--- src/ctl_pkg.sv ---
`default_nettype none

package ctl_pkg;

    typedef logic [15:0] word_t;
    typedef logic [7:0]  cnt_addr_t;
    // length of one settings burst, in words
    typedef logic [3:0]  burst_cnt_t;
    typedef logic [3:0]  gpio_t;

    typedef struct packed {
        logic      we;
        cnt_addr_t addr;
        word_t     din;
    } cnt_req_t;

    localparam cnt_addr_t ADDR_VERSION_NUM_MINOR = 8'h00;
    localparam cnt_addr_t ADDR_VERSION_NUM_MAJOR = 8'h01;
    localparam cnt_addr_t ADDR_CTL_FLAG          = 8'h02;
    localparam cnt_addr_t ADDR_FPGA_STATE        = 8'h03;

    // settings blocks sit at consecutive addresses
    localparam cnt_addr_t ADDR_MOD_BASE      = 8'h20;
    localparam int        MOD_WORDS          = 12;
    localparam cnt_addr_t ADDR_SILENCER_BASE = 8'h40;
    localparam int        SILENCER_WORDS     = 5;
    localparam int        MAX_BURST          = 12;

    localparam int CTL_FLAG_BIT_MOD_SET      = 0;
    localparam int CTL_FLAG_BIT_SILENCER_SET = 1;
    localparam int CTL_FLAG_BIT_FORCE_FAN    = 4;
    // gpio occupies bits 8 to 11
    localparam int CTL_FLAG_BIT_GPIO_IN_0    = 8;

    localparam int FPGA_STATE_BIT_THERMO      = 0;
    localparam int FPGA_STATE_BIT_MOD_SEGMENT = 1;

    localparam logic [7:0] VERSION_NUM_MAJOR = 8'hA5;
    localparam logic [7:0] VERSION_NUM_MINOR = 8'h03;

    localparam logic SILENCER_MODE_FIXED_COMPLETION_STEPS = 1'b1;

    typedef struct packed {
        logic        update;
        logic        req_rd_segment;
        logic [7:0]  transition_mode;
        logic [63:0] transition_value;
        logic [14:0] cycle0;
        logic [14:0] cycle1;
        logic [15:0] freq_div0;
        logic [15:0] freq_div1;
        logic [15:0] rep0;
        logic [15:0] rep1;
    } mod_settings_t;

    typedef struct packed {
        logic       update;
        logic       mode;
        logic [7:0] update_rate_intensity;
        logic [7:0] update_rate_phase;
        logic [7:0] completion_steps_intensity;
        logic [7:0] completion_steps_phase;
    } silencer_settings_t;

    localparam mod_settings_t MOD_DEFAULTS = '{
        update:           1'b0,
        req_rd_segment:   1'b0,
        transition_mode:  8'd0,
        transition_value: 64'd0,
        cycle0:           15'd1,
        cycle1:           15'd1,
        freq_div0:        16'd10,
        freq_div1:        16'd10,
        rep0:             16'hFFFF,
        rep1:             16'hFFFF
    };

    localparam silencer_settings_t SILENCER_DEFAULTS = '{
        update:                     1'b0,
        mode:                       SILENCER_MODE_FIXED_COMPLETION_STEPS,
        update_rate_intensity:      8'd1,
        update_rate_phase:          8'd1,
        completion_steps_intensity: 8'd10,
        completion_steps_phase:     8'd40
    };

endpackage

`default_nettype wire

--- src/ctl_sequencer.sv ---
`timescale 1ns/1ps
`default_nettype none

module ctl_sequencer
    import ctl_pkg::*;
(
    input  wire           CLK,
    input  wire           rst,
    input  wire           thermo,
    input  wire           mod_segment,
    input  wire word_t    cnt_dout,
    input  wire cnt_req_t loader_req,
    input  wire           load_done,
    output cnt_req_t      req,
    output logic          load_start,
    output cnt_addr_t     load_base,
    output burst_cnt_t    load_count,
    output logic          commit_mod,
    output logic          commit_silencer,
    output logic          force_fan,
    output gpio_t         gpio_in
);

    typedef enum logic [2:0] {
        VERSION_MINOR,
        VERSION_MAJOR,
        POLL_REQ,
        POLL_WAIT,
        POLL_EVAL,
        LOAD,
        WRITE_FLAGS,
        COMMIT
    } state_t;

    state_t state;
    word_t  ctl_flags;
    word_t  fpga_state;
    logic   sel_mod;
    logic   mod_set;
    logic   silencer_set;

    // valid only in POLL_EVAL, two edges after the flag read
    assign mod_set      = cnt_dout[CTL_FLAG_BIT_MOD_SET];
    assign silencer_set = cnt_dout[CTL_FLAG_BIT_SILENCER_SET];

    always_comb begin
        fpga_state = '0;
        fpga_state[FPGA_STATE_BIT_THERMO]      = thermo;
        fpga_state[FPGA_STATE_BIT_MOD_SEGMENT] = mod_segment;
    end

    // port request follows the state
    always_comb begin
        req = '{we: 1'b0, addr: ADDR_CTL_FLAG, din: '0};
        case (state)
            VERSION_MINOR: begin
                req = '{we: 1'b1, addr: ADDR_VERSION_NUM_MINOR,
                        din: {8'h00, VERSION_NUM_MINOR}};
            end
            VERSION_MAJOR: begin
                req = '{we: 1'b1, addr: ADDR_VERSION_NUM_MAJOR,
                        din: {8'h00, VERSION_NUM_MAJOR}};
            end
            POLL_WAIT: req = '{we: 1'b1, addr: ADDR_FPGA_STATE, din: fpga_state};
            LOAD: req = loader_req;
            WRITE_FLAGS: req = '{we: 1'b1, addr: ADDR_CTL_FLAG, din: ctl_flags};
            default: ;
        endcase
    end

    // modulation wins when both are set
    assign load_start = (state == POLL_EVAL) && (mod_set || silencer_set);
    assign load_base  = mod_set ? ADDR_MOD_BASE : ADDR_SILENCER_BASE;
    assign load_count = mod_set ? burst_cnt_t'(MOD_WORDS) : burst_cnt_t'(SILENCER_WORDS);

    assign commit_mod      = (state == COMMIT) && sel_mod;
    assign commit_silencer = (state == COMMIT) && !sel_mod;

    assign force_fan = ctl_flags[CTL_FLAG_BIT_FORCE_FAN];
    assign gpio_in   = ctl_flags[CTL_FLAG_BIT_GPIO_IN_0 +: $bits(gpio_t)];

    always_ff @(posedge CLK) begin
        if (rst) begin
            state     <= VERSION_MINOR;
            ctl_flags <= '0;
            sel_mod   <= 1'b0;
        end else begin
            case (state)
                VERSION_MINOR: state <= VERSION_MAJOR;
                VERSION_MAJOR: state <= POLL_REQ;
                POLL_REQ:      state <= POLL_WAIT;
                POLL_WAIT:     state <= POLL_EVAL;
                POLL_EVAL: begin
                    ctl_flags <= cnt_dout;
                    if (mod_set) begin
                        ctl_flags[CTL_FLAG_BIT_MOD_SET] <= 1'b0;
                        sel_mod <= 1'b1;
                        state   <= LOAD;
                    end else if (silencer_set) begin
                        ctl_flags[CTL_FLAG_BIT_SILENCER_SET] <= 1'b0;
                        sel_mod <= 1'b0;
                        state   <= LOAD;
                    end else begin
                        state <= POLL_REQ;
                    end
                end
                LOAD: begin
                    if (load_done) begin
                        state <= WRITE_FLAGS;
                    end
                end
                // cleared flags reach memory before the update pulse
                WRITE_FLAGS: state <= COMMIT;
                COMMIT:      state <= POLL_REQ;
                default:     state <= POLL_REQ;
            endcase
        end
    end

endmodule

`default_nettype wire

--- config.mk ---
export PLATFORM = sky130hd
export DESIGN_NAME = ctl_sequencer
export DESIGN_NICKNAME = d
export VERILOG_FILES = /design/src/ctl_pkg.sv /design/src/ctl_sequencer.sv
export SDC_FILE = /design/constraint.sdc
export NUM_CORES = 1
export LEC_CHECK = 0
export BUFFER_PORTS_ARGS = -buffer_cell sky130_fd_sc_hd__buf_2
export CAP_MARGIN = 20
export CELL_PAD_IN_SITES_DETAIL_PLACEMENT = 0
export CELL_PAD_IN_SITES_GLOBAL_PLACEMENT = 2
export CORE_ASPECT_RATIO = 0.75
export CORE_MARGIN = 4
export CORE_UTILIZATION = 20
export CTS_CLUSTER_SIZE = 8
export DETAILED_ROUTE_END_ITERATION = 8
export PLACE_DENSITY = 0.92
export REMOVE_ABC_BUFFERS = 1
export SLEW_MARGIN = 20
export SYNTH_ARGS = -nofsm -noshare
export SYNTH_HDL_FRONTEND = slang
export SYNTH_SLANG_ARGS = --single-unit
export TNS_END_PERCENT = 10
--- constraint.sdc ---
create_clock -name CLK -period 1.7 [get_ports CLK]
set_input_delay 0.17 -clock CLK [delete_from_list [all_inputs] [get_ports CLK]]
set_output_delay 0.17 -clock CLK [all_outputs]
set_load 0.05 [all_outputs]
==> flow_summary.ini <==
[synth]
synth.distinct_cells = 32
ys_ff_latch = 19
avgSynthCellArea_sq_um = 7.52
synth_top_area_share_pct = 29.9
netlist_area_sq_um = 1270
synth_top_area_cell = dfxtp_1
yosys_warnings = 0
ys_seq_area_share_pct = 29.9
netlist_instances = 169
synth_area_leaders = dfxtp_1 30%, buf_4 11%, nand2_1 10%

[sta]
hold_viol_final = 0
layout_setup_ws_ps = 69.4
fmax_ghz = 0.613
setup_violations = 0
min_period_ps = 1630
rsz0062_at_grt = yes
maxSlewViolCount = 0
fin_crit_sh_pct = 95.9
fin_worst_skew_ps = 9.30

[layout]
syn2layout_area_growth_pct = 40.0
final_common_cell = buf_2
antenna-diode-count = 0
layout_common_cells = 68 x buf_2, 34 x nand2_1, 20 x a21oi_1, 20 x buf_4, 17 x dfxtp_1
final_layout_size_suffix_gt1_share_pct = 42.6
nets = 289

[routing]
vias = 1332
wire_per_inst_um = 12.2
final_antenna_net_count = 0
via_per_inst = 4.16
drtIter0Drc = 32
route.detailed.drc = 0
drt-pass1-iter-count = 4
wirelength_um = 3890

[clock_tree]
htreeDepth = 1
clkTransAtPathRegs_ps = 80
cts_root_buf = clkbuf_8
cts_sinks = 19
post_cts_buffers = 0
cts_made_buffers = 3
clk_path_buf_depth = 2
clk-insertion-delay-late_ps = 260
tritoncts = done

[grt]
overflow = 0
grt_max_degree = 21
globalRouteTotalUtil_pct = 9.91
grt_pass1_wl_um = 6180
antenna_found_initial = 0
grt_pass1_vias = 1272

[job]
cap_violations = 0

[critical_path]
critPathKind = flip-flop to output pin
crit_chain = and2b_1, buf_4, a22oi_2, a21oi_1, buf_4
crit_arrival_ps = 1460
cp_max_fo = 7
start_kind = flip-flop
slowest_stage = dfxtp_4
required_ps = 1530
rrSetupSlack_ps = 280
cpPeakStageDelay_ps = 360
cp_common_cell = buf_4
end_kind = output pin

[die]
ios = 91
start_util_pct = 21.3
die_area_sq_um = 7710
dieHeight_um = 77.0
die_w_um = 100
num_rows = 24
core_region_area_sq_um = 5980

[power_and_ir_drop]
leakage_uw = 0.000814
p_per_area_nw_per_um2 = 648
ir_drop_uv = 230
finalPower_uw = 1150

[outcome]
status = complete, no violations

[placed_design]
pre_cts_slack_ps = 150
portBuffers = 82
gp_congestion = 0.697
dp_hpwl_um = 3010

[hold_path]
hp-class = input port to flip-flop
cell families (layout without fill, tap and decap cells):
group	count (synthesis)	in the layout	share of synthesized area, %
xor+xnor	1	1	0.689
buf+inv	34	101	18.2
flops	19	19	29.9
simple gates	69	69	28.2
other cells	2	8	0.591
compound gates	44	44	22.3
registers in the layout (all words and copies together), names as in the netlist:
signal,flops
ctl_flags,15
state,3
sel_mod,1
report_power, final:
group | switching [uW] | internal [uW]
clock | 158 | 163
combinational | 245 | 121
sequential | 11.1 | 454
total | 414 | 738
cell usage after synthesis:
cell,number
o21ai_0,1
nand3_1,1
conb_1,2
nor3b_1,1
a21oi_1,20
a31o_1,1
inv_1,4
buf_4,19
nand3b_1,1
and4_1,1
nand2b_1,3
a21o_1,1
and2b_1,1
a211oi_1,1
dfxtp_1,19
a32o_1,3
o21ai_1,3
buf_6,4
nor2_1,3
and3_1,7
a22oi_1,13
nor3b_4,1
nor3_1,2
a211oi_2,1
nand4b_1,1
nand2_1,34
nor2b_1,12
clkbuf_1,4
buf_2,2
or3b_1,1
xor2_1,1
buf_1,1
layout make-up:
cell class	instances	area (sq um)
timing repair buffer	93	543
clock inverter	1	5.00
inverter	4	15.0
tap	78	97.6
fill	650	4200
clock buffer	3	41.3
sequential	19	388
multi-input combinational	122	689
worst max-delay path: cells and delay by family (launching register included):
family          cells  cell delay, ps
buf+inv             2             390
flops               1             360
compound gates      2             230
simple gates        1             220
per-stage QoR:
step           setup TNS [ps]  area (sq um)  utilization (%)  hold slack (ps)  instances
2_1_floorplan           -8190          1080                -              235        145
3_3_place_gp                0          1670             27.9              411        316
3_5_place_dp                0          1670             27.9              416        316
4_1_cts                     0          1740             29.1              131        320
5_1_grt                 -45.1          1780             29.8              134        320
6_report                    0          1780             29.8              141        320
routing by layer:
layer / share of wire, % / GRT usage, % / wire [um] / vias up
met3: 13 / 4.71 / 498 / 2
li1: - / - / - / 697
met4: 0.41 / 1.21 / 16 / 0
met2: 41 / 15.4 / 1610 / 63
met5: 0 / 0 / 0 / -
met1: 45 / 12.8 / 1770 / 570
final timing paths:
path | start | endpoint | cells after the start
hold reg to reg | ctl_flags[12]$_SDFFE_PP0P_ | ctl_flags[12]$_SDFFE_PP0P_ | 2
hold / removal | cnt_dout[4] | ctl_flags[4]$_SDFFE_PP0P_ | 3
setup reg to reg | state[1]$_SDFFE_PP0P_ | sel_mod$_SDFFE_PP0P_ | 5
setup / recovery | state[1]$_SDFFE_PP0P_ | req[1] | 5
what timing repair did:
action / in CTS / in global routing
resized for setup: 12 / 15
setup endpoints to repair: 21 / 21
hold buffers: 0 / 0
pin swaps: 0 / 0
Note: power is estimated with default switching activity, not from simulation.
