[src/ctl_pkg.sv]
`default_nettype none

package ctl_pkg;

    typedef logic [15:0] word_t;
    typedef logic [7:0]  cnt_addr_t;
    // length of one settings burst, in words
    typedef logic [3:0]  burst_cnt_t;
    typedef logic [3:0]  gpio_t;

    typedef struct packed {
        logic      we;
        cnt_addr_t addr;
        word_t     din;
    } cnt_req_t;

    localparam cnt_addr_t ADDR_VERSION_NUM_MINOR = 8'h00;
    localparam cnt_addr_t ADDR_VERSION_NUM_MAJOR = 8'h01;
    localparam cnt_addr_t ADDR_CTL_FLAG          = 8'h02;
    localparam cnt_addr_t ADDR_FPGA_STATE        = 8'h03;

    // settings blocks sit at consecutive addresses
    localparam cnt_addr_t ADDR_MOD_BASE      = 8'h20;
    localparam int        MOD_WORDS          = 12;
    localparam cnt_addr_t ADDR_SILENCER_BASE = 8'h40;
    localparam int        SILENCER_WORDS     = 5;
    localparam int        MAX_BURST          = 12;

    localparam int CTL_FLAG_BIT_MOD_SET      = 0;
    localparam int CTL_FLAG_BIT_SILENCER_SET = 1;
    localparam int CTL_FLAG_BIT_FORCE_FAN    = 4;
    // gpio occupies bits 8 to 11
    localparam int CTL_FLAG_BIT_GPIO_IN_0    = 8;

    localparam int FPGA_STATE_BIT_THERMO      = 0;
    localparam int FPGA_STATE_BIT_MOD_SEGMENT = 1;

    localparam logic [7:0] VERSION_NUM_MAJOR = 8'hA5;
    localparam logic [7:0] VERSION_NUM_MINOR = 8'h03;

    localparam logic SILENCER_MODE_FIXED_COMPLETION_STEPS = 1'b1;

    typedef struct packed {
        logic        update;
        logic        req_rd_segment;
        logic [7:0]  transition_mode;
        logic [63:0] transition_value;
        logic [14:0] cycle0;
        logic [14:0] cycle1;
        logic [15:0] freq_div0;
        logic [15:0] freq_div1;
        logic [15:0] rep0;
        logic [15:0] rep1;
    } mod_settings_t;

    typedef struct packed {
        logic       update;
        logic       mode;
        logic [7:0] update_rate_intensity;
        logic [7:0] update_rate_phase;
        logic [7:0] completion_steps_intensity;
        logic [7:0] completion_steps_phase;
    } silencer_settings_t;

    localparam mod_settings_t MOD_DEFAULTS = '{
        update:           1'b0,
        req_rd_segment:   1'b0,
        transition_mode:  8'd0,
        transition_value: 64'd0,
        cycle0:           15'd1,
        cycle1:           15'd1,
        freq_div0:        16'd10,
        freq_div1:        16'd10,
        rep0:             16'hFFFF,
        rep1:             16'hFFFF
    };

    localparam silencer_settings_t SILENCER_DEFAULTS = '{
        update:                     1'b0,
        mode:                       SILENCER_MODE_FIXED_COMPLETION_STEPS,
        update_rate_intensity:      8'd1,
        update_rate_phase:          8'd1,
        completion_steps_intensity: 8'd10,
        completion_steps_phase:     8'd40
    };

endpackage

`default_nettype wire

[src/settings_regs.sv]
`timescale 1ns/1ps
`default_nettype none

module settings_regs
    import ctl_pkg::*;
#(
    parameter int BURST_LEN = MAX_BURST
) (
    input  wire         CLK,
    input  wire         rst,
    input  wire         commit_mod,
    input  wire         commit_silencer,
    input  wire word_t  load_words [BURST_LEN],
    output mod_settings_t      mod_settings,
    output silencer_settings_t silencer_settings
);

    logic mod_pend;
    logic silencer_pend;

    always_ff @(posedge CLK) begin
        if (rst) begin
            mod_settings      <= MOD_DEFAULTS;
            silencer_settings <= SILENCER_DEFAULTS;
            mod_pend          <= 1'b0;
            silencer_pend     <= 1'b0;
        end else begin
            // update trails the field load by one cycle
            mod_pend                 <= commit_mod;
            silencer_pend            <= commit_silencer;
            mod_settings.update      <= mod_pend;
            silencer_settings.update <= silencer_pend;

            if (commit_mod) begin
                mod_settings.req_rd_segment   <= load_words[0][0];
                mod_settings.transition_mode  <= load_words[1][7:0];
                // transition value, lowest word first
                mod_settings.transition_value <= {load_words[5], load_words[4],
                                                  load_words[3], load_words[2]};
                mod_settings.cycle0           <= load_words[6][14:0];
                mod_settings.cycle1           <= load_words[7][14:0];
                mod_settings.freq_div0        <= load_words[8];
                mod_settings.freq_div1        <= load_words[9];
                mod_settings.rep0             <= load_words[10];
                mod_settings.rep1             <= load_words[11];
            end

            if (commit_silencer) begin
                silencer_settings.mode                       <= load_words[0][0];
                silencer_settings.update_rate_intensity      <= load_words[1][7:0];
                silencer_settings.update_rate_phase          <= load_words[2][7:0];
                silencer_settings.completion_steps_intensity <= load_words[3][7:0];
                silencer_settings.completion_steps_phase     <= load_words[4][7:0];
            end
        end
    end

endmodule

`default_nettype wire

[config.mk]
export PLATFORM = sky130hd
export DESIGN_NAME = settings_regs
export DESIGN_NICKNAME = d
export VERILOG_FILES = /design/src/ctl_pkg.sv /design/src/settings_regs.sv
export SDC_FILE = /design/constraint.sdc
export NUM_CORES = 1
export LEC_CHECK = 0
export ABC_CLOCK_PERIOD_IN_PS = 1020
export BUFFER_PORTS_ARGS = -buffer_cell sky130_fd_sc_hd__buf_2
export CAP_MARGIN = 0
export CORE_AREA = 2 2 155 157
export CTS_BUF_LIST = sky130_fd_sc_hd__clkbuf_8
export CTS_CLUSTER_DIAMETER = 50
export CTS_CLUSTER_SIZE = 12
export DETAILED_ROUTE_END_ITERATION = 7
export DIE_AREA = 0 0 157 159
export HOLD_SLACK_MARGIN = 0.1
export SYNTH_ARGS = -nofsm -noshare
export SYNTH_HDL_FRONTEND = slang
export SYNTH_SLANG_ARGS = --single-unit
[constraint.sdc]
create_clock -name CLK -period 1.02 [get_ports CLK]
set_input_delay 0.102 -clock CLK [delete_from_list [all_inputs] [get_ports CLK]]
set_output_delay 0.102 -clock CLK [all_outputs]
set_load 0.05 [all_outputs]
==> results of run 1 <==
## metal layers
layer	vias up	wire length [µm]	share of wire, %	track usage, %
met2	266	14400	54	37.6
li1	3349	-	-	-
met3	60	1860	7.0	5.01
met1	3318	9270	35	19.8
met5	-	0	0	0
met4	0	913	3.5	8.17
## sequential cells by signal, indices dropped and copies added (netlist names)
register / count
mod_pend: 1
mod_settings: 168
silencer_pend: 1
silencer_settings: 34
## where the power goes
group          internal, mW  switching (mW)  leakage [nW]  total [mW]
clock                  2.98            3.04         0.273        6.02
combinational          2.59            2.92          4.64        5.51
sequential             8.56           0.445          1.73        9.00
total                  14.1            6.40          6.64        20.5
## metrics by stage
stage | TNS, ns | hold slack (ns) | utilization, % | worst slack (ns)
finish | -23.35 | 0.00443 | 61.2 | -0.151
global route | -34.41 | -0.0123 | 61.2 | -0.216
CTS | -29.78 | -0.0205 | 60.0 | -0.185
detailed placement | -0.558 | 0.313 | 41.5 | -0.0442
global placement | -0.276 | 0.308 | 41.5 | -0.0356
floorplan | 0 | 0.224 | - | 0.0117
## cell families after synthesis
logic type,count (synthesis)
and+or+nand+nor,204
buffers and inverters,50
DFF,204
AOI/OAI and AO/OA,45
muxes,155
## what timing repair did
item	in CTS	in global routing
buffers inserted	2	16
endpoints found under the hold margin	204	10
resized for setup	757	44
cloned	0	0
setup endpoints to repair	202	202
## area by class of cell
class | instances | area share (%)
clock inverter | 14 | 0.909
sequential | 204 | 30.7
clock buffer | 27 | 2.62
tap | 319 | 2.81
multi-input combinational | 404 | 20.0
timing repair buffer | 598 | 43.0
## cells in the final DEF (no fill, tap or decap)
master         count
buf_2            168
nor2b_1           48
and2b_1            1
clkbuf_8          27
bufinv_16          2
mux2i_1          155
dfxtp_2          197
inv_6              2
buf_12            10
buf_6             13
dlygate4sd3_1    169
dfxtp_4            5
dfxtp_1            2
buf_8            191
clkinv_4           1
a211o_1           45
nor2_1           155
clkinvlp_4         1
buf_4             47
inv_1              4
clkinv_2           4
## how the worst min path moves through the flow
| stage | from | endpoint | cells past startpoint |
|---|---|---|---|
| finish | commit_mod | mod_settings[88] | 3 |
| global route | commit_mod | mod_settings[88] | 3 |
| CTS | commit_mod | mod_settings[88] | 3 |
| detailed placement | load_words[29] | mod_settings[29] | 2 |
| global placement | load_words[29] | mod_settings[29] | 2 |
| floorplan | load_words[176] | silencer_settings[32] | 1 |
==> impl_metrics.csv, run 1 <==
group,metric,value,unit
status,status,"finished with violations",
status,violations,"setup timing",
cells_and_area,area_growth,91.7,%
pwr,p_per_area,1450,nW/µm²
sta,setup_viol,202,
sta,skew,0.0000362,ns
synth,seq_area_frac_synth,55.2,%
detailed_routing,drtIter0Drc,249,
cells_and_area,fill_cells,1667,
setup_path,crit_end,"mod_settings[146]",
cells_and_area,drive_above_1_share,53.6,%
sta,tightest_slew,0.253,ns
detailed_routing,final_antenna_net_count,0,
min_path,hold_path_class,"in2reg",
detailed_routing,drc,0,
floorplan,start_util,31.9,%
placed_design,postPlaceCellArea,9610,µm²
setup_path,startpoint,"mod_settings[146]",
synth,synth-main-ff-cell,"dfxtp_1",
setup_path,crit_path_end_kind,"output pin",
synth,synth_nets,854,
synth,synth_top_area_share,55.2,%
floorplan,die-area,25000,µm²
grt,grt_pass1_wl,39400,µm
grt,grt-ovfl-total,0,
setup_path,start_kind,"flip-flop",
setup_path,worstPathMaxFanout,2,
grt,grt_max_degree,34,
setup_path,path_depth,1,
placed_design,dp.final_hpwl,14900,µm
setup_path,reg2reg_from,"mod_settings[9]",
sta,rsz0062_at_grt,"true",
detailed_routing,routedWlPerCell,16.9,µm
floorplan,die_h,159,µm
grt,grt_pass1_vias,7424,
synth,synth-edff-count,0,
floorplan,core,23200,µm²
cells_and_area,final_cell_area,14200,µm²
job,maxCapViolations,0,
synth,synthTopCellsByArea,"dfxtp_1 (55%), mux2i_1 (21%), nor2_1 (7.9%), a211o_1 (5.3%), nor2b_1 (4.1%)",
grt,grt_use_total,19.6,%
pwr,total_power,20.5,mW
detailed_routing,drt-total-wl,26400,µm
setup_path,arrival,1.07,ns
cells_and_area,antenna_cells,0,
synth,syn_inst,658,
cts,worstSkewPairLatency,0.53,ns
sta,slew_headroom,82.6,%
sta,setup_slack,-0.151,ns
floorplan,die_x,157,µm
pwr,ir_worst_vdd,0.000925,V
setup_path,rr_worst_depth,3,
placed_design,io_buffers,372,
cells_and_area,finalNonFillerCells,1566,
grt,grt_antenna_before_repair,0,
cts,numCtsBuffers,24,
sta,final-hold-violation-count,0,
synth,synthArstFlopShare,0,%
sta,drv_slew,0,
floorplan,io_pins,398,
setup_path,required,0.92,ns
synth,synth-simple-area-share,12.0,%
setup_path,crit_family,"flip-flops",
synth,synth_xor_area_share,0,%
sta,fin_crit,1.17,ns
detailed_routing,dr_total_vias,6993,
detailed_routing,drt_first_pass_iters,5,
setup_path,r2r_end,"mod_settings[9]",
cells_and_area,seq_area,4350,µm²
cts,clkTransAtPathRegs,0.08,ns
synth,synth_cell_types,12,
synth,synth-seq-cells,204,
cts,htree_levels,1,
setup_path,cp_slowest_cell,"dfxtp_4",
pwr,p_leak,6.64,nW
synth,synthAdderAreaFrac,0,%
setup_path,path_class,"reg2out",
cts,cts_sinks,204,
cts,root_buffer,"clkbuf_8",
cts,cts_hold_buf,169,
synth,avgSynthCellArea,11.2,µm²
synth,syn_area,7400,µm²
synth,yosys.cell_count.top_type,"dfxtp_1",
synth,synth_top_family_by_area,"multiplexers",
floorplan,rows,56,
synth,synthTopCellsByCount,"dfxtp_1 (204), mux2i_1 (155), nor2_1 (155)",
cells_and_area,multi_input_comb_area,2840,µm²
cts,clock_path_buffers,3,
synth,synth-warning-count,0,
synth,yosys-mux-area-fraction,21.0,%
cells_and_area,final_nets,1428,
placed_design,placedCellCount,1338,
setup_path,critPathBufInv,1,
sta,fmax,854,MHz
cts,cts_tree,"built",
detailed_routing,routed_via_density,4.47,
synth,synth_top_area_cell,"dfxtp_1",
setup_path,reg2reg_setup_slack,0.08,ns
setup_path,path_cells,"buf_8",
placed_design,place_congestion,0.780,
synth,synth_compound_area_share,5.33,%
sta,fin_crit_sh,115,%
setup_path,worst_path_largest_cell_delay,0.38,ns
Power figures use the tool's default switching activity.
==> run 2, diff against run 1 <==
--- a/config.mk
+++ b/config.mk
@@ -15,6 +15,7 @@
 export DETAILED_ROUTE_END_ITERATION = 7
 export DIE_AREA = 0 0 157 159
 export HOLD_SLACK_MARGIN = 0.1
+export SETUP_SLACK_MARGIN = 0.15
 export SYNTH_ARGS = -nofsm -noshare
 export SYNTH_HDL_FRONTEND = slang
 export SYNTH_SLANG_ARGS = --single-unit
==> run 2 against run 1 <==
Against the previous run:
- the run ends with hold timing, setup timing left
- clock-buffer cell count increased by 4
- combinational power up 1%
- hold slack got worse by 0.15 ns
- register-to-register slack hardly changed
- die area stayed put
- power increased by 5.6%
- non-clock buffer count grew 3
- critical path type unchanged
- highest routed layer unchanged
==> impl_metrics.csv, run 2 (same netlist as run 1, synthesis figures left out) <==
group,metric,value,unit
setup_path,required,0.92,ns
setup_path,start_kind,"flip-flop",
sta,fin_crit,1.18,ns
cts,cts_tree,"built",
status,status,"finished with violations",
setup_path,arrival,1.08,ns
setup_path,cp_slowest_cell,"dfxtp_2",
status,violations,"hold timing, setup timing",
setup_path,reg2reg_from,"mod_settings[73]",
setup_path,crit_path_end_kind,"output pin",
cells_and_area,fill_cells,1702,
cts,htree_levels,1,
cts,clkTransAtPathRegs,0.08,ns
setup_path,path_cells,"buf_8",
floorplan,die_h,159,µm
floorplan,die-area,25000,µm²
grt,grt_antenna_before_repair,0,
cts,cts_sinks,204,
cts,numCtsBuffers,26,
floorplan,die_x,157,µm
min_path,hold_path_class,"in2reg",
setup_path,critPathBufInv,1,
setup_path,startpoint,"mod_settings[116]",
cells_and_area,regMostFlops,"mod_settings",
setup_path,path_class,"reg2out",
pwr,ir_worst_vdd,0.00101,V
placed_design,place_congestion,0.778,
detailed_routing,drc,0,
detailed_routing,final_antenna_net_count,0,
sta,rsz0062_at_grt,"true",
cells_and_area,area_growth,95.8,%
pwr,total_power,21.7,mW
grt,grt_use_total,19.9,%
cells_and_area,finalCoreUtilization,62.5,%
sta,final-hold-violation-count,12,
setup_path,worst_path_largest_cell_delay,0.37,ns
detailed_routing,routed_via_density,4.49,
sta,setup_slack,-0.161,ns
detailed_routing,drt_first_pass_iters,7,
detailed_routing,drtIter0Drc,282,
cts,clock_path_buffers,3,
cells_and_area,final_common_cell,"buf_8",
detailed_routing,drt-total-wl,27200,µm
cells_and_area,largest_register_ff_count,168,
sta,hold_ws,-0.143,ns
setup_path,r2r_end,"mod_settings[73]",
sta,slew_headroom,70.2,%
pwr,p_per_area,1500,nW/µm²
pwr,p_leak,6.74,nW
cts,root_buffer,"clkbuf_8",
setup_path,worstPathMaxFanout,2,
cells_and_area,final_nets,1433,
grt,grt-ovfl-total,0,
sta,setup_viol,202,
setup_path,crit_end,"mod_settings[116]",
job,maxCapViolations,0,
grt,grt_pass1_wl,40000,µm
setup_path,crit_family,"flip-flops",
sta,tightest_slew,0.446,ns
cells_and_area,drive_above_1_share,53.7,%
sta,fmax,847,MHz
placed_design,io_buffers,372,
sta,fin_crit_sh,116,%
floorplan,rows,56,
grt,grt_max_degree,64,
cells_and_area,largestRegisters,"mod_settings: 168 flops, silencer_settings: 34 flops",
floorplan,core,23200,µm²
cells_and_area,layout_common_cells,"buf_8 (192), dlygate4sd3_1 (175), dfxtp_2 (168)",
floorplan,start_util,31.9,%
placed_design,dp.final_hpwl,14900,µm
detailed_routing,dr_total_vias,7065,
setup_path,path_depth,1,
cells_and_area,antenna_cells,0,
floorplan,io_pins,398,
setup_path,reg2reg_setup_slack,0.09,ns
cts,worstSkewPairLatency,0.55,ns
sta,drv_slew,0,
setup_path,rr_worst_depth,4,
detailed_routing,routedWlPerCell,17.3,µm
grt,grt_pass1_vias,7529,
placed_design,dp_slack,-0.00894,ns
sta,skew,0.000728,ns
==> run 2: layout make-up <==
class | count | area (µm²) | share of cell area [%]
timing repair buffer | 601 | 6190 | 42.7
clock inverter | 14 | 193 | 1.33
sequential | 204 | 4420 | 30.5
tap | 319 | 399 | 2.76
clock buffer | 31 | 427 | 2.95
multi-input combinational | 404 | 2860 | 19.7
==> run 2: what timing repair did <==
item,4_1_cts,5_1_grt
resized for setup,563,48
gates cloned,0,2
hold buffers,171,6
pin swaps,0,1
setup buffers,4,16
endpoints found under the hold margin,204,79
endpoints found under the setup margin,202,244
==> run 2: metrics by stage <==
step	std cells	hold slack (ns)	area, µm²	TNS (ns)
2_1_floorplan	658	0.224	7730	0
3_3_place_gp	1330	0.309	9880	0
3_5_place_dp	1330	0.312	9880	-0.0102
4_1_cts	1550	-0.177	14100	-34.20
5_1_grt	1573	-0.167	14500	-37.33
6_report	1573	-0.143	14500	-26.91
==> run 2: worst min-delay path by stage <==
stage / from / slack (ns) / cells after the start / to
3_3_place_gp: load_words[3] / 0.31 / 2 / mod_settings[3]
2_1_floorplan: load_words[22] / 0.22 / 1 / mod_settings[22]
4_1_cts: rst / -0.18 / 2 / mod_settings[166]
3_5_place_dp: load_words[3] / 0.31 / 2 / mod_settings[3]
5_1_grt: rst / -0.17 / 2 / mod_settings[131]
6_report: rst / -0.14 / 2 / mod_settings[166]
==> run 2: per-layer routing <==
layer  vias up  part of all wire [%]  GRT usage [%]
li1       3376                     -              -
met1      3319                    36           20.7
met2       285                    53           37.2
met3        85                   6.5           4.84
met4         0                   4.5           9.38
met5         -                     0              0
==> run 2: power breakdown <==
group	leakage, nW	internal (mW)	switching [mW]
clock network	0.325	3.86	3.28
registers	1.74	8.52	0.451
logic	4.67	2.63	2.94
total	6.74	15.0	6.67
