`src/ctl_pkg.sv`:
```
`default_nettype none

package ctl_pkg;

    typedef logic [15:0] word_t;
    typedef logic [7:0]  cnt_addr_t;
    // length of one settings burst, in words
    typedef logic [3:0]  burst_cnt_t;
    typedef logic [3:0]  gpio_t;

    typedef struct packed {
        logic      we;
        cnt_addr_t addr;
        word_t     din;
    } cnt_req_t;

    localparam cnt_addr_t ADDR_VERSION_NUM_MINOR = 8'h00;
    localparam cnt_addr_t ADDR_VERSION_NUM_MAJOR = 8'h01;
    localparam cnt_addr_t ADDR_CTL_FLAG          = 8'h02;
    localparam cnt_addr_t ADDR_FPGA_STATE        = 8'h03;

    // settings blocks sit at consecutive addresses
    localparam cnt_addr_t ADDR_MOD_BASE      = 8'h20;
    localparam int        MOD_WORDS          = 12;
    localparam cnt_addr_t ADDR_SILENCER_BASE = 8'h40;
    localparam int        SILENCER_WORDS     = 5;
    localparam int        MAX_BURST          = 12;

    localparam int CTL_FLAG_BIT_MOD_SET      = 0;
    localparam int CTL_FLAG_BIT_SILENCER_SET = 1;
    localparam int CTL_FLAG_BIT_FORCE_FAN    = 4;
    // gpio occupies bits 8 to 11
    localparam int CTL_FLAG_BIT_GPIO_IN_0    = 8;

    localparam int FPGA_STATE_BIT_THERMO      = 0;
    localparam int FPGA_STATE_BIT_MOD_SEGMENT = 1;

    localparam logic [7:0] VERSION_NUM_MAJOR = 8'hA5;
    localparam logic [7:0] VERSION_NUM_MINOR = 8'h03;

    localparam logic SILENCER_MODE_FIXED_COMPLETION_STEPS = 1'b1;

    typedef struct packed {
        logic        update;
        logic        req_rd_segment;
        logic [7:0]  transition_mode;
        logic [63:0] transition_value;
        logic [14:0] cycle0;
        logic [14:0] cycle1;
        logic [15:0] freq_div0;
        logic [15:0] freq_div1;
        logic [15:0] rep0;
        logic [15:0] rep1;
    } mod_settings_t;

    typedef struct packed {
        logic       update;
        logic       mode;
        logic [7:0] update_rate_intensity;
        logic [7:0] update_rate_phase;
        logic [7:0] completion_steps_intensity;
        logic [7:0] completion_steps_phase;
    } silencer_settings_t;

    localparam mod_settings_t MOD_DEFAULTS = '{
        update:           1'b0,
        req_rd_segment:   1'b0,
        transition_mode:  8'd0,
        transition_value: 64'd0,
        cycle0:           15'd1,
        cycle1:           15'd1,
        freq_div0:        16'd10,
        freq_div1:        16'd10,
        rep0:             16'hFFFF,
        rep1:             16'hFFFF
    };

    localparam silencer_settings_t SILENCER_DEFAULTS = '{
        update:                     1'b0,
        mode:                       SILENCER_MODE_FIXED_COMPLETION_STEPS,
        update_rate_intensity:      8'd1,
        update_rate_phase:          8'd1,
        completion_steps_intensity: 8'd10,
        completion_steps_phase:     8'd40
    };

endpackage

`default_nettype wire

```
`src/settings_loader.sv`:
```
`timescale 1ns/1ps
`default_nettype none

module settings_loader
    import ctl_pkg::*;
#(
    parameter int BURST_LEN = MAX_BURST
) (
    input  wire             CLK,
    input  wire             rst,
    input  wire             load_start,
    input  wire cnt_addr_t  load_base,
    input  wire burst_cnt_t load_count,
    input  wire word_t      cnt_dout,
    output cnt_req_t        req,
    output logic            load_done,
    output word_t           load_words [BURST_LEN]
);

    cnt_addr_t  rd_addr;
    burst_cnt_t count_q;
    burst_cnt_t issue_cnt;
    burst_cnt_t capture_cnt;
    logic       issuing;
    // one bit per read stage of the RAM
    logic [1:0] rd_valid;

    assign req = '{we: 1'b0, addr: rd_addr, din: '0};

    always_ff @(posedge CLK) begin
        if (rst) begin
            issuing     <= 1'b0;
            rd_valid    <= '0;
            issue_cnt   <= '0;
            capture_cnt <= '0;
            count_q     <= '0;
            load_done   <= 1'b0;
        end else begin
            rd_valid  <= {rd_valid[0], issuing};
            load_done <= 1'b0;
            if (load_start) begin
                issuing     <= load_count != '0;
                issue_cnt   <= 4'd1;
                capture_cnt <= '0;
                count_q     <= load_count;
            end else if (issuing) begin
                if (issue_cnt == count_q) begin
                    issuing <= 1'b0;
                end else begin
                    issue_cnt <= issue_cnt + 4'd1;
                end
            end
            if (rd_valid[1]) begin
                capture_cnt <= capture_cnt + 4'd1;
                if (capture_cnt == count_q - 4'd1) begin
                    load_done <= 1'b1;
                end
            end
        end
    end

    always_ff @(posedge CLK) begin
        if (load_start) begin
            rd_addr <= load_base;
        end else if (issuing && issue_cnt != count_q) begin
            rd_addr <= rd_addr + 8'd1;
        end
    end

    // word arrives two edges after its address was sampled
    always_ff @(posedge CLK) begin
        if (rd_valid[1]) begin
            load_words[capture_cnt] <= cnt_dout;
        end
    end

endmodule

`default_nettype wire

```
`config.mk`:
```
export PLATFORM = sky130hd
export DESIGN_NAME = settings_loader
export DESIGN_NICKNAME = d
export VERILOG_FILES = /design/src/ctl_pkg.sv /design/src/settings_loader.sv
export SDC_FILE = /design/constraint.sdc
export NUM_CORES = 1
export LEC_CHECK = 0
export BUFFER_PORTS_ARGS = -buffer_cell sky130_fd_sc_hd__buf_2
export CORE_MARGIN = 1
export CORE_UTILIZATION = 50
export DETAILED_ROUTE_END_ITERATION = 6
export GPL_TIMING_DRIVEN = 0
export HOLD_SLACK_MARGIN = 0.12
export PLACE_DENSITY = 0.8
export SLEW_MARGIN = 20
export SYNTH_ARGS = -nofsm -noshare
export SYNTH_HDL_FRONTEND = slang
export SYNTH_SLANG_ARGS = --single-unit
```
`constraint.sdc`:
```
create_clock -name CLK -period 4.85 [get_ports CLK]
set_input_delay 0 -clock CLK [delete_from_list [all_inputs] [get_ports CLK]]
set_output_delay 0 -clock CLK [all_outputs]
set_load 0.01 [all_outputs]
```
==> results of run 1 <==
[cell families after synthesis]
family / synth area share [%]
mux: 0.9905
buf+inv: 2.606
other cells: 0.05208
flops: 87.85
compound gates: 2.172
simple gates: 3.162
xor+xnor: 1.946
fa+ha+maj: 1.216
[worst min-delay path, stage by stage]
cell and delay (ps):
dlygate4sd3_1 520, buf_2 110, mux2i_1 60, nor2_1 80
[worst min path at each step]
stage | start | end | slack [ps] | cells after the start
after floorplan | rst | issue_cnt[3] | 60 | 1
after global placement | load_count[3] | count_q[3] | 250 | 3
after detailed placement | load_count[2] | count_q[2] | 270 | 3
after CTS | rst | issue_cnt[3] | 310 | 3
after global routing | load_base[6] | rd_addr[6] | 340 | 4
final | load_count[2] | count_q[2] | 330 | 4
[layout make-up]
cell class	instances	area, um2
Sequential cell	216	6326
Fill cell	859	4177
Timing Repair Buffer	277	1630
Multi-Input combinational cell	123	792.0
Clock buffer	28	581.8
Tap cell	180	225.2
Buffer	24	153.9
Clock inverter	9	68.82
Inverter	9	33.78
[flip-flops by register name, summed over array words and instances, names as in the netlist]
| signal | cells |
|---|---|
| count_q | 4 |
| load_words | 192 |
| rd_valid | 2 |
| issuing | 1 |
| rd_addr | 8 |
| load_done | 1 |
| capture_cnt | 4 |
| issue_cnt | 4 |
[layout by cell type (no fill, tap or decap), drive strengths merged, types with 2 or more instances in the layout]
master / instances
a41oi: 2
conb: 17
nand2b: 2
o21ai: 10
xnor2: 13
buf: 264
nor2: 18
nand3: 4
clkbuf: 34
edfxtp: 200
a211oi: 3
nand2: 14
dlygate4sd3: 31
mux2i: 6
dfxtp: 16
xor2: 3
nor3: 10
or3: 2
clkinv: 7
inv: 9
a21oi: 5
ha: 7
[routing by layer]
metal | track usage [%] | vias to the layer above | wire, um | share of wire (%)
li1 | - | 1955 | - | -
met1 | 28.99 | 2142 | 6746 | 39
met2 | 38.70 | 273 | 8563 | 50
met3 | 4.588 | 26 | 1583 | 9.2
met4 | 6.636 | 0 | 342 | 2.0
met5 | 0 | - | 0 | 0
[power groups by stage]
stage	Clock [W]	Combinational [W]	Sequential, W
3_5_place_dp	0	0.000125	0.00211
2_1_floorplan	0	0.0000607	0.00211
5_1_grt	0.00162	0.000161	0.00207
3_3_place_gp	0	0.000117	0.00211
4_1_cts	0.00155	0.000145	0.00207
6_report	0.00152	0.000146	0.00207
[metrics by stage]
stage	utilization (%)	std cells
after floorplan	-	372
after global placement	61.74	782
after detailed placement	63.27	798
after CTS	70.14	866
after global routing	70.14	866
final	70.14	866
==> qor.yml, run 1 <==
status:
  status: "completed"
power_and_ir_drop:
  p_total_w: 0.003741
  comb_power_share_pct: 3.9
  switching_share_pct: 19.45
  powerDensity_mw_per_mm2: 381.3
  leakagePower_nw: 3.804
  irDropWorstVdd_v: 0.0002902
  p_sw_w: 0.0007277
  clockPowerShare_pct: 40.7
  p_int_w: 0.003014
  seq_power_share_pct: 55.3
setup_path:
  ff2ff_setup_slack_ps: 2560
  r2r_cells: 5
  r2r-end: "load_words[157]"
  critPathCapture: "load_words[157]"
  startpoint: "rd_valid[1]"
  cp.arrival_ps: 2470
  crit_required_ps: 5030
  rr_startpoint: "rd_valid[1]"
  critPathKind: "register to register"
  slowest_stage: "nor3_2"
  cp.buffers_inverters: 3
  crit_chain: "clkbuf_1 -> nand2_1 -> nor3_2 -> buf_6 -> buf_4"
  critical_path_depth: 5
  cp_max_fo: 10
  cp-start-kind: "register"
  crit_path_end_kind: "register"
  max_stage_delay_ps: 630
  cp_top_family: "simple AND/OR/NAND/NOR gates"
sta:
  hold_violations: 0
  min_period_over_period_pct: 47.29
  rsz0062_at_grt: "false"
  period_needed_ps: 2293
  hold_ws_ps: 328.1
  tns_ps: 0
  setup_viol: 0
  tightest_slew_ps: 782.1
  fin_skew_ps: 15.62
  setup_ws_ps: 2557
  timing.fmax_ghz: 0.4360
  drv_slew: 0
  relSlewSlack_pct: 47.58
die:
  dieHeight_um: 122.0
  row_count: 43
  fp.dieW_um: 122.0
  dieArea_mm2: 0.01489
  initial_core_util_pct: 51.48
  coreArea_mm2: 0.01399
  ios: 249
global_routing:
  grt_max_degree: 17
  grtUsageTotal_pct: 22.56
  grt_overflow: 0
  antenna_found_initial: 0
  grt_pass1_wl_um: 24170
  grt_pass1_vias: 4111
clocking:
  cts_sinks: 216
  cts_hold_buf: 31
  cts_made_buffers: 21
  cts-root-buf: "clkbuf_16"
  clockBufferDepth: 3
  post_cts_resized: 0
  cts_tree: "done"
  htree_num_levels: 1
  cts.clk_slew.worst_paths_ps: 60
  cts_post_setup_buffers_inserted: 0
  clkLatencyLatePin_ps: 480
placement:
  pre_cts_ws_ps: 2581
  gp_congestion: 0.8100
  hpwl_um: 11770
  placed_area_mm2: 0.008851
  io_buffers: 230
synthesis:
  synth_edf_count: 200
  yosysTopAreaCell: "edfxtp_1"
  ys_types: 30
  yosys-top-cells-count: "edfxtp_1 (200), nor2_1 (18), buf_4 (17)"
  async_reset_ff_share_pct: 0
  synth_most_common_cell: "edfxtp_1"
  ys_warn_count: 0
  synth-seq-cells: 216
  synthFlopType: "edfxtp_1"
  synth_top_area_share_pct: 83.41
  synth-seq-area-share_pct: 87.85
  syn_area_per_cell_um2: 20.23
  syn_area_mm2: 0.007201
  synthCells: 356
  ys_top_cells_by_area: "edfxtp_1 (83%), dfxtp_1 (4.4%), buf_4 (1.8%)"
drt:
  wl_per_cell_um: 19.90
  drc: 0
  via_per_inst: 5.076
  drtPass1Iterations: 4
  dr_total_vias: 4396
  drt_wl_total_um: 17240
  drtIter0Drc: 358
  ant_nets: 0
cells_and_area:
  diodes: 0
  finalInstanceArea_mm2: 0.009812
  drive_gt1_share_pct: 44.75
  area_growth_pct: 36.26
  nNetsFinal: 710
flow_run:
  cap_viol_max_count: 0
min_path:
  hold_path.class: "input pin to register"
No activity file was read; power rests on OpenSTA's default activity.
==> run 2, diff against run 1 <==
--- a/config.mk
+++ b/config.mk
@@ -7,11 +7,11 @@
 export LEC_CHECK = 0
 export BUFFER_PORTS_ARGS = -buffer_cell sky130_fd_sc_hd__buf_2
 export CORE_MARGIN = 1
-export CORE_UTILIZATION = 50
+export CORE_UTILIZATION = 49
 export DETAILED_ROUTE_END_ITERATION = 6
 export GPL_TIMING_DRIVEN = 0
 export HOLD_SLACK_MARGIN = 0.12
-export PLACE_DENSITY = 0.8
+export PLACE_DENSITY = 0.78
 export SLEW_MARGIN = 20
 export SYNTH_ARGS = -nofsm -noshare
 export SYNTH_HDL_FRONTEND = slang
==> constraint.sdc (replaced) <==
create_clock -name CLK -period 2.2 [get_ports CLK]
set_input_delay 0 -clock CLK [delete_from_list [all_inputs] [get_ports CLK]]
set_output_delay 0 -clock CLK [all_outputs]
set_load 0.01 [all_outputs]
==> run 2 against run 1 <==
Net effect: core utilization shrank 0.14 points; clock power grew 120%; combinational power grew 120%; total power grew 120%; global-route usage shrank 1.1 points; final cell count shrank 0.58%.
==> qor.yml, run 2 (synthesis results as in run 1) <==
status:
  status: "completed"
sta:
  rsz0062_at_grt: "false"
  period_needed_ps: 2078  # -215.9 ps
  tightest_slew_ps: 720.2  # -61.94 ps
  drv_slew: 0  # unchanged
  fin_skew_ps: 20.43  # +4.819 ps
  hold_ws_ps: 313.4  # -14.73 ps
  setup_viol: 0  # unchanged
  timing.fmax_ghz: 0.4813  # +10%
  min_period_over_period_pct: 94.43  # +47 points
  hold_violations: 0  # unchanged
  relSlewSlack_pct: 51.99  # +4.4 points
drt:
  drc: 0  # unchanged
  drtPass1Iterations: 4  # unchanged
  dr_total_vias: 4358  # -0.86%
  via_per_inst: 5.062  # -0.29%
  ant_nets: 0  # unchanged
  wl_met3_um: 1175  # -26%
  drtIter0Drc: 352  # -1.7%
  highest_layer: "met4"
  wl_met2_um: 8592  # +0.34%
  drt_wl_total_um: 16980  # -1.5%
  wl_met1_um: 7060  # +4.7%
  wl_per_cell_um: 19.72  # -0.91%
die:
  row_count: 43  # unchanged
  coreArea_mm2: 0.01410  # +0.77%
  dieArea_mm2: 0.01518  # +2.0%
  ios: 249  # unchanged
  dieHeight_um: 123.2  # +1.0%
  fp.dieW_um: 123.2  # +1.0%
  initial_core_util_pct: 51.08  # -0.39 points
cells_and_area:
  area_growth_pct: 37.03
  final_cell_mix: "buf_2 (230), edfxtp_1 (200), dlygate4sd3_1 (31), clkbuf_16 (21), buf_4 (18)"
  seqCellArea_mm2: 0.006326  # unchanged
  final_common_cell: "buf_2"
  nNetsFinal: 706  # -0.56%
  drive_gt1_share_pct: 44.35  # -0.41 points
  multiInputGateArea_um2: 832.0  # +5.1%
  regMostFlops: "load_words"
  nFillCells: 930  # +8.3%
  largest_reg_flops: 192  # unchanged
  fin_cells: 861  # -0.58%
  diodes: 0  # unchanged
  reg_top3: "load_words: 192 flops, rd_addr: 8 flops"
placement:
  hpwl_um: 11310  # -3.9%
  gp_congestion: 0.8180  # +0.99%
  dp.cells: 792  # -0.75%
  io_buffers: 230  # unchanged
setup_path:
  slowest_stage: "nor2_2"
  cp_max_fo: 10  # unchanged
  crit_chain: "clkbuf_1 -> nand2_1 -> nor2_2 -> buf_6"
  crit_path_end_kind: "register"
  crit_required_ps: 2380  # -2650 ps
  max_stage_delay_ps: 540  # -90 ps
  critPathKind: "register to register"
  r2r_cells: 4  # -1
  cp.arrival_ps: 2260  # -210 ps
  cp-start-kind: "register"
clocking:
  cts_made_buffers: 21  # unchanged
  cts.clk_slew.worst_paths_ps: 70  # about the same
  cts-root-buf: "clkbuf_16"
  clockBufferDepth: 3  # unchanged
  htree_num_levels: 1  # unchanged
  clkLatencyLatePin_ps: 490  # about the same
  cts_sinks: 216  # unchanged
  cts_tree: "done"
power_and_ir_drop:
  powerDensity_mw_per_mm2: 840.2  # +120%
  p_total_w: 0.008290  # +120%
  leakagePower_nw: 3.774  # -0.77%
  irDropWorstVdd_v: 0.0006630  # +130%
flow_run:
  cap_viol_max_count: 0  # unchanged
global_routing:
  grt_overflow: 0  # unchanged
  antenna_found_initial: 0  # unchanged
  grt_pass1_wl_um: 23700  # -1.9%
  grt_pass1_vias: 4117  # +0.15%
  grtUsageTotal_pct: 21.45  # -1.1 points
  grt_max_degree: 17  # unchanged
min_path:
  whs_path_depth: 4  # unchanged
  hold_path.class: "input pin to register"
run 2: cell count changes in the layout (fill, tap and decap cells not counted), moves of 2 or more:
cell | before | now
buf_4 | 23 | 18
buf_6 | 7 | 2
buf_8 | 3 | 8
nor3_2 | 4 | 0
nor3_4 | 0 | 4
clkbuf_8 | 3 | 0
nor2_2 | 7 | 4
nor2_4 | 1 | 4
buf_12 | 0 | 2
clkbuf_1 | 10 | 8
clkinv_1 | 3 | 5
run 2: worst max-delay path, delay by kind of cell, from the launching register on:
| family | cells | cell delay (ps) |
|---|---|---|
| DFF | 1 | 380 |
| and+or+nand+nor | 2 | 800 |
| buffers and inverters | 2 | 580 |
run 2: where the power goes:
part | switching [W] | internal (W)
clock network | 0.00142 | 0.00198
registers | 0.0000376 | 0.00453
logic | 0.000173 | 0.000148
run 2: path summary, 6_finish.rpt:
kind,startpoint,to,slack [ps]
worst max-delay path,rd_valid[1],load_words[81],120
worst min-delay path,load_count[1],count_q[1],310
worst max register to register,rd_valid[1],load_words[81],120
worst min register to register,rd_valid[0],rd_valid[1],440
run 2: cell type report:
| cell class | count | area share, % |
|---|---|---|
| clock inverter | 12 | 1.129 |
| buffer | 23 | 1.522 |
| sequential | 216 | 64.11 |
| multi-input combinational | 123 | 8.433 |
| timing repair buffer | 274 | 16.74 |
| inverter | 9 | 0.3424 |
| clock buffer | 24 | 5.440 |
| tap | 180 | 2.283 |
run 2: layer usage:
layer,GRT usage (%),vias up
met4,3.539,0
met1,28.59,2174
met5,0,-
li1,-,1939
met2,38.02,225
met3,3.090,20
run 2: metrics by stage:
step	instance area, um2	setup slack, ps	TNS (ps)	utilization (%)
after floorplan	7281	308.4	0	-
after global placement	8657	-575.2	-90850	61.41
after detailed placement	8855	-107.4	-1506	62.82
after CTS	9813	-116.4	-1631	69.62
after global routing	9867	9.777	0	70.00
final	9867	122.4	0	70.00
run 2: timing repair:
item / CTS / global route
hold endpoints to repair: 214 / 0
hold buffers: 31 / 0
resized for setup: 0 / 2
endpoints found under the setup margin: 18 / 56
pin swaps: 0 / 1
buffers inserted: 0 / 3
==> run 3, diff against run 2 <==
--- a/config.mk
+++ b/config.mk
@@ -9,9 +9,9 @@
 export CORE_MARGIN = 1
 export CORE_UTILIZATION = 49
 export DETAILED_ROUTE_END_ITERATION = 6
-export GPL_TIMING_DRIVEN = 0
 export HOLD_SLACK_MARGIN = 0.12
 export PLACE_DENSITY = 0.78
+export REMOVE_ABC_BUFFERS = 1
 export SLEW_MARGIN = 20
 export SYNTH_ARGS = -nofsm -noshare
 export SYNTH_HDL_FRONTEND = slang
==> run 3 against run 2 <==
Net effect: total power is 1.1% higher; setup slack better by 22 ps; fmax grew 1.1%; non-clock buffer count grew 6; largest cell class unchanged.
==> qor.yml, run 3 (synthesis results as in run 1) <==
setup_path:
  cp.buffers_inverters: 1  # -1
  cp-start-kind: "register"
  max_stage_delay_ps: 600  # +60 ps
  rr_startpoint: "rd_addr[2]"
  slowest_stage: "dlygate4sd3_1"
  cp_top_family: "buffers and inverters"
  crit_path_end_kind: "register"
  ff2ff_setup_slack_ps: 140  # +20 ps
  critical_path_depth: 5  # +1
  critPathCapture: "rd_addr[7]"
  startpoint: "rd_addr[2]"
  cp_max_fo: 4  # -6
  crit_chain: "nand3_1 -> nor3_1 -> xnor2_1 -> o21ai_0 -> dlygate4sd3_1"
  cp.arrival_ps: 2300  # +40 ps
  r2r-end: "rd_addr[7]"
  crit_required_ps: 2440  # +60 ps
  r2r_cells: 5  # +1
  critPathKind: "register to register"
sta:
  rsz0062_at_grt: "false"
  hold_violations: 0  # unchanged
  tightest_slew_ps: 584.1  # -136.1 ps
  setup_viol: 0  # unchanged
  drv_slew: 0  # unchanged
  period_needed_ps: 2055  # -22.23 ps
  min_period_over_period_pct: 93.42  # -1.0 points
  fin_skew_ps: 17.16  # -3.277 ps
  tns_ps: 0  # unchanged
  relSlewSlack_pct: 60.85  # +8.9 points
  timing.fmax_ghz: 0.4865  # +1.1%
  setup_ws_ps: 144.7  # +22.23 ps
drt:
  dr_total_vias: 4470  # +2.6%
  wl_per_cell_um: 20.59  # +4.4%
  ant_nets: 0  # unchanged
  via_per_inst: 5.144  # +1.6%
  drtIter0Drc: 338  # -4.0%
  drt_wl_total_um: 17890  # +5.4%
  drtPass1Iterations: 4  # unchanged
  drc: 0  # unchanged
die:
  initial_core_util_pct: 51.08  # unchanged
  row_count: 43  # unchanged
  dieHeight_um: 123.2  # unchanged
  coreArea_mm2: 0.01410  # unchanged
  ios: 249  # unchanged
  dieArea_mm2: 0.01518  # unchanged
  fp.dieW_um: 123.2  # unchanged
placement:
  placed_area_mm2: 0.008716  # -1.6%
  io_buffers: 231  # +0.43%
  pre_cts_ws_ps: 374.4  # +481.8 ps
  hpwl_um: 11800  # +4.3%
  gp_congestion: 0.8560  # +4.6%
  dp.cells: 779  # -1.6%
min_path:
  hold_path.class: "input pin to register"
  min-delay-start: "load_base[1]"
cells_and_area:
  area_growth_pct: 37.57
  final_common_cell: "buf_2"
  nFillCells: 867  # -6.8%
  multiInputGateArea_um2: 787.0  # -5.4%
  final_cell_mix: "buf_2 (231), edfxtp_1 (200), dlygate4sd3_1 (52), clkbuf_16 (22)"
  finalInstanceArea_mm2: 0.009906  # +0.39%
  largest_reg_flops: 192  # unchanged
  reg_top3: "load_words: 192 flops, rd_addr: 8 flops"
  nNetsFinal: 713  # +0.99%
  diodes: 0  # unchanged
  seqCellArea_mm2: 0.006326  # unchanged
  fin_cells: 869  # +0.93%
  regMostFlops: "load_words"
  drive_gt1_share_pct: 42.82  # -1.5 points
clocking:
  cts_sinks: 216  # unchanged
  htree_num_levels: 1  # unchanged
  cts.clk_slew.worst_paths_ps: 60  # about the same
  cts-root-buf: "clkbuf_16"
  clockBufferDepth: 3  # unchanged
  clkLatencyLatePin_ps: 510  # +20 ps
  cts_tree: "done"
  cts_made_buffers: 22  # +4.8%
flow_run:
  cap_viol_max_count: 0  # unchanged
global_routing:
  grt_pass1_wl_um: 24960  # +5.3%
  grt_pass1_vias: 4296  # +4.3%
  grtUsageTotal_pct: 22.90  # +1.4 points
  grt_overflow: 0  # unchanged
  grt_max_degree: 27  # +10
  antenna_found_initial: 0  # unchanged
power_and_ir_drop:
  irDropWorstVdd_v: 0.0005547  # -16%
  powerDensity_mw_per_mm2: 845.7  # +0.66%
  p_total_w: 0.008378  # +1.1%
  leakagePower_nw: 3.824  # +1.3%
status:
  status: "completed"
run 3: cell count changes in the layout (fill, tap and decap cells not counted), sizes merged:
| cell | delta |
|---|---|
| dlygate4sd3 | +21 |
| clkbuf | -1 |
| inv | -1 |
| buf | -10 |
| bufinv | -1 |
run 3: worst register-to-register path, cell delays in order (launching register included):
cell and delay, ps:
edfxtp_1 420, nand3_1 160, nor3_1 320, xnor2_1 190, o21ai_0 130, dlygate4sd3_1 600
run 3: metal layers:
metal	vias to the layer above	routed length (um)	GRT usage, %
li1	1954	-	-
met1	2164	6620	28.30
met2	310	8872	38.90
met3	42	1733	5.120
met4	0	664	9.714
met5	-	0	0
run 3: power breakdown:
group,switching [W],internal (W),total [W]
sequential,0.0000391,0.00453,0.00457
combinational,0.000181,0.000164,0.000345
clock,0.00147,0.00199,0.00346
run 3: area by class of cell:
cell class	instances	area share (%)
clock buffers	28	5.886
clock inverters	10	0.8715
inverters	9	0.3410
multi-input cells	123	7.945
flip-flops and latches	216	63.86
well taps	180	2.274
repair buffers	303	18.82
run 3: what timing repair did:
item	CTS	global route
hold buffers	52	0
setup buffers	0	0
endpoints found under the setup margin	0	0
hold endpoints to repair	216	0
gates resized for setup	0	0
run 3: stage by stage:
step	hold WS, ps	utilization (%)
after global placement	262.5	61.83
after floorplan	64.65	-
final	345.0	70.27
after detailed placement	266.1	61.83
after global routing	364.9	70.27
after CTS	331.5	70.27
run 3: worst min-delay path by stage:
stage                         endpoint  slack (ps)  cells after the start
after detailed placement    count_q[3]         270                      3
final                       rd_addr[1]         350                      3
after CTS                   rd_addr[1]         330                      3
after floorplan           issue_cnt[3]          60                      1
after global routing        rd_addr[1]         360                      3
after global placement      count_q[0]         260                      3
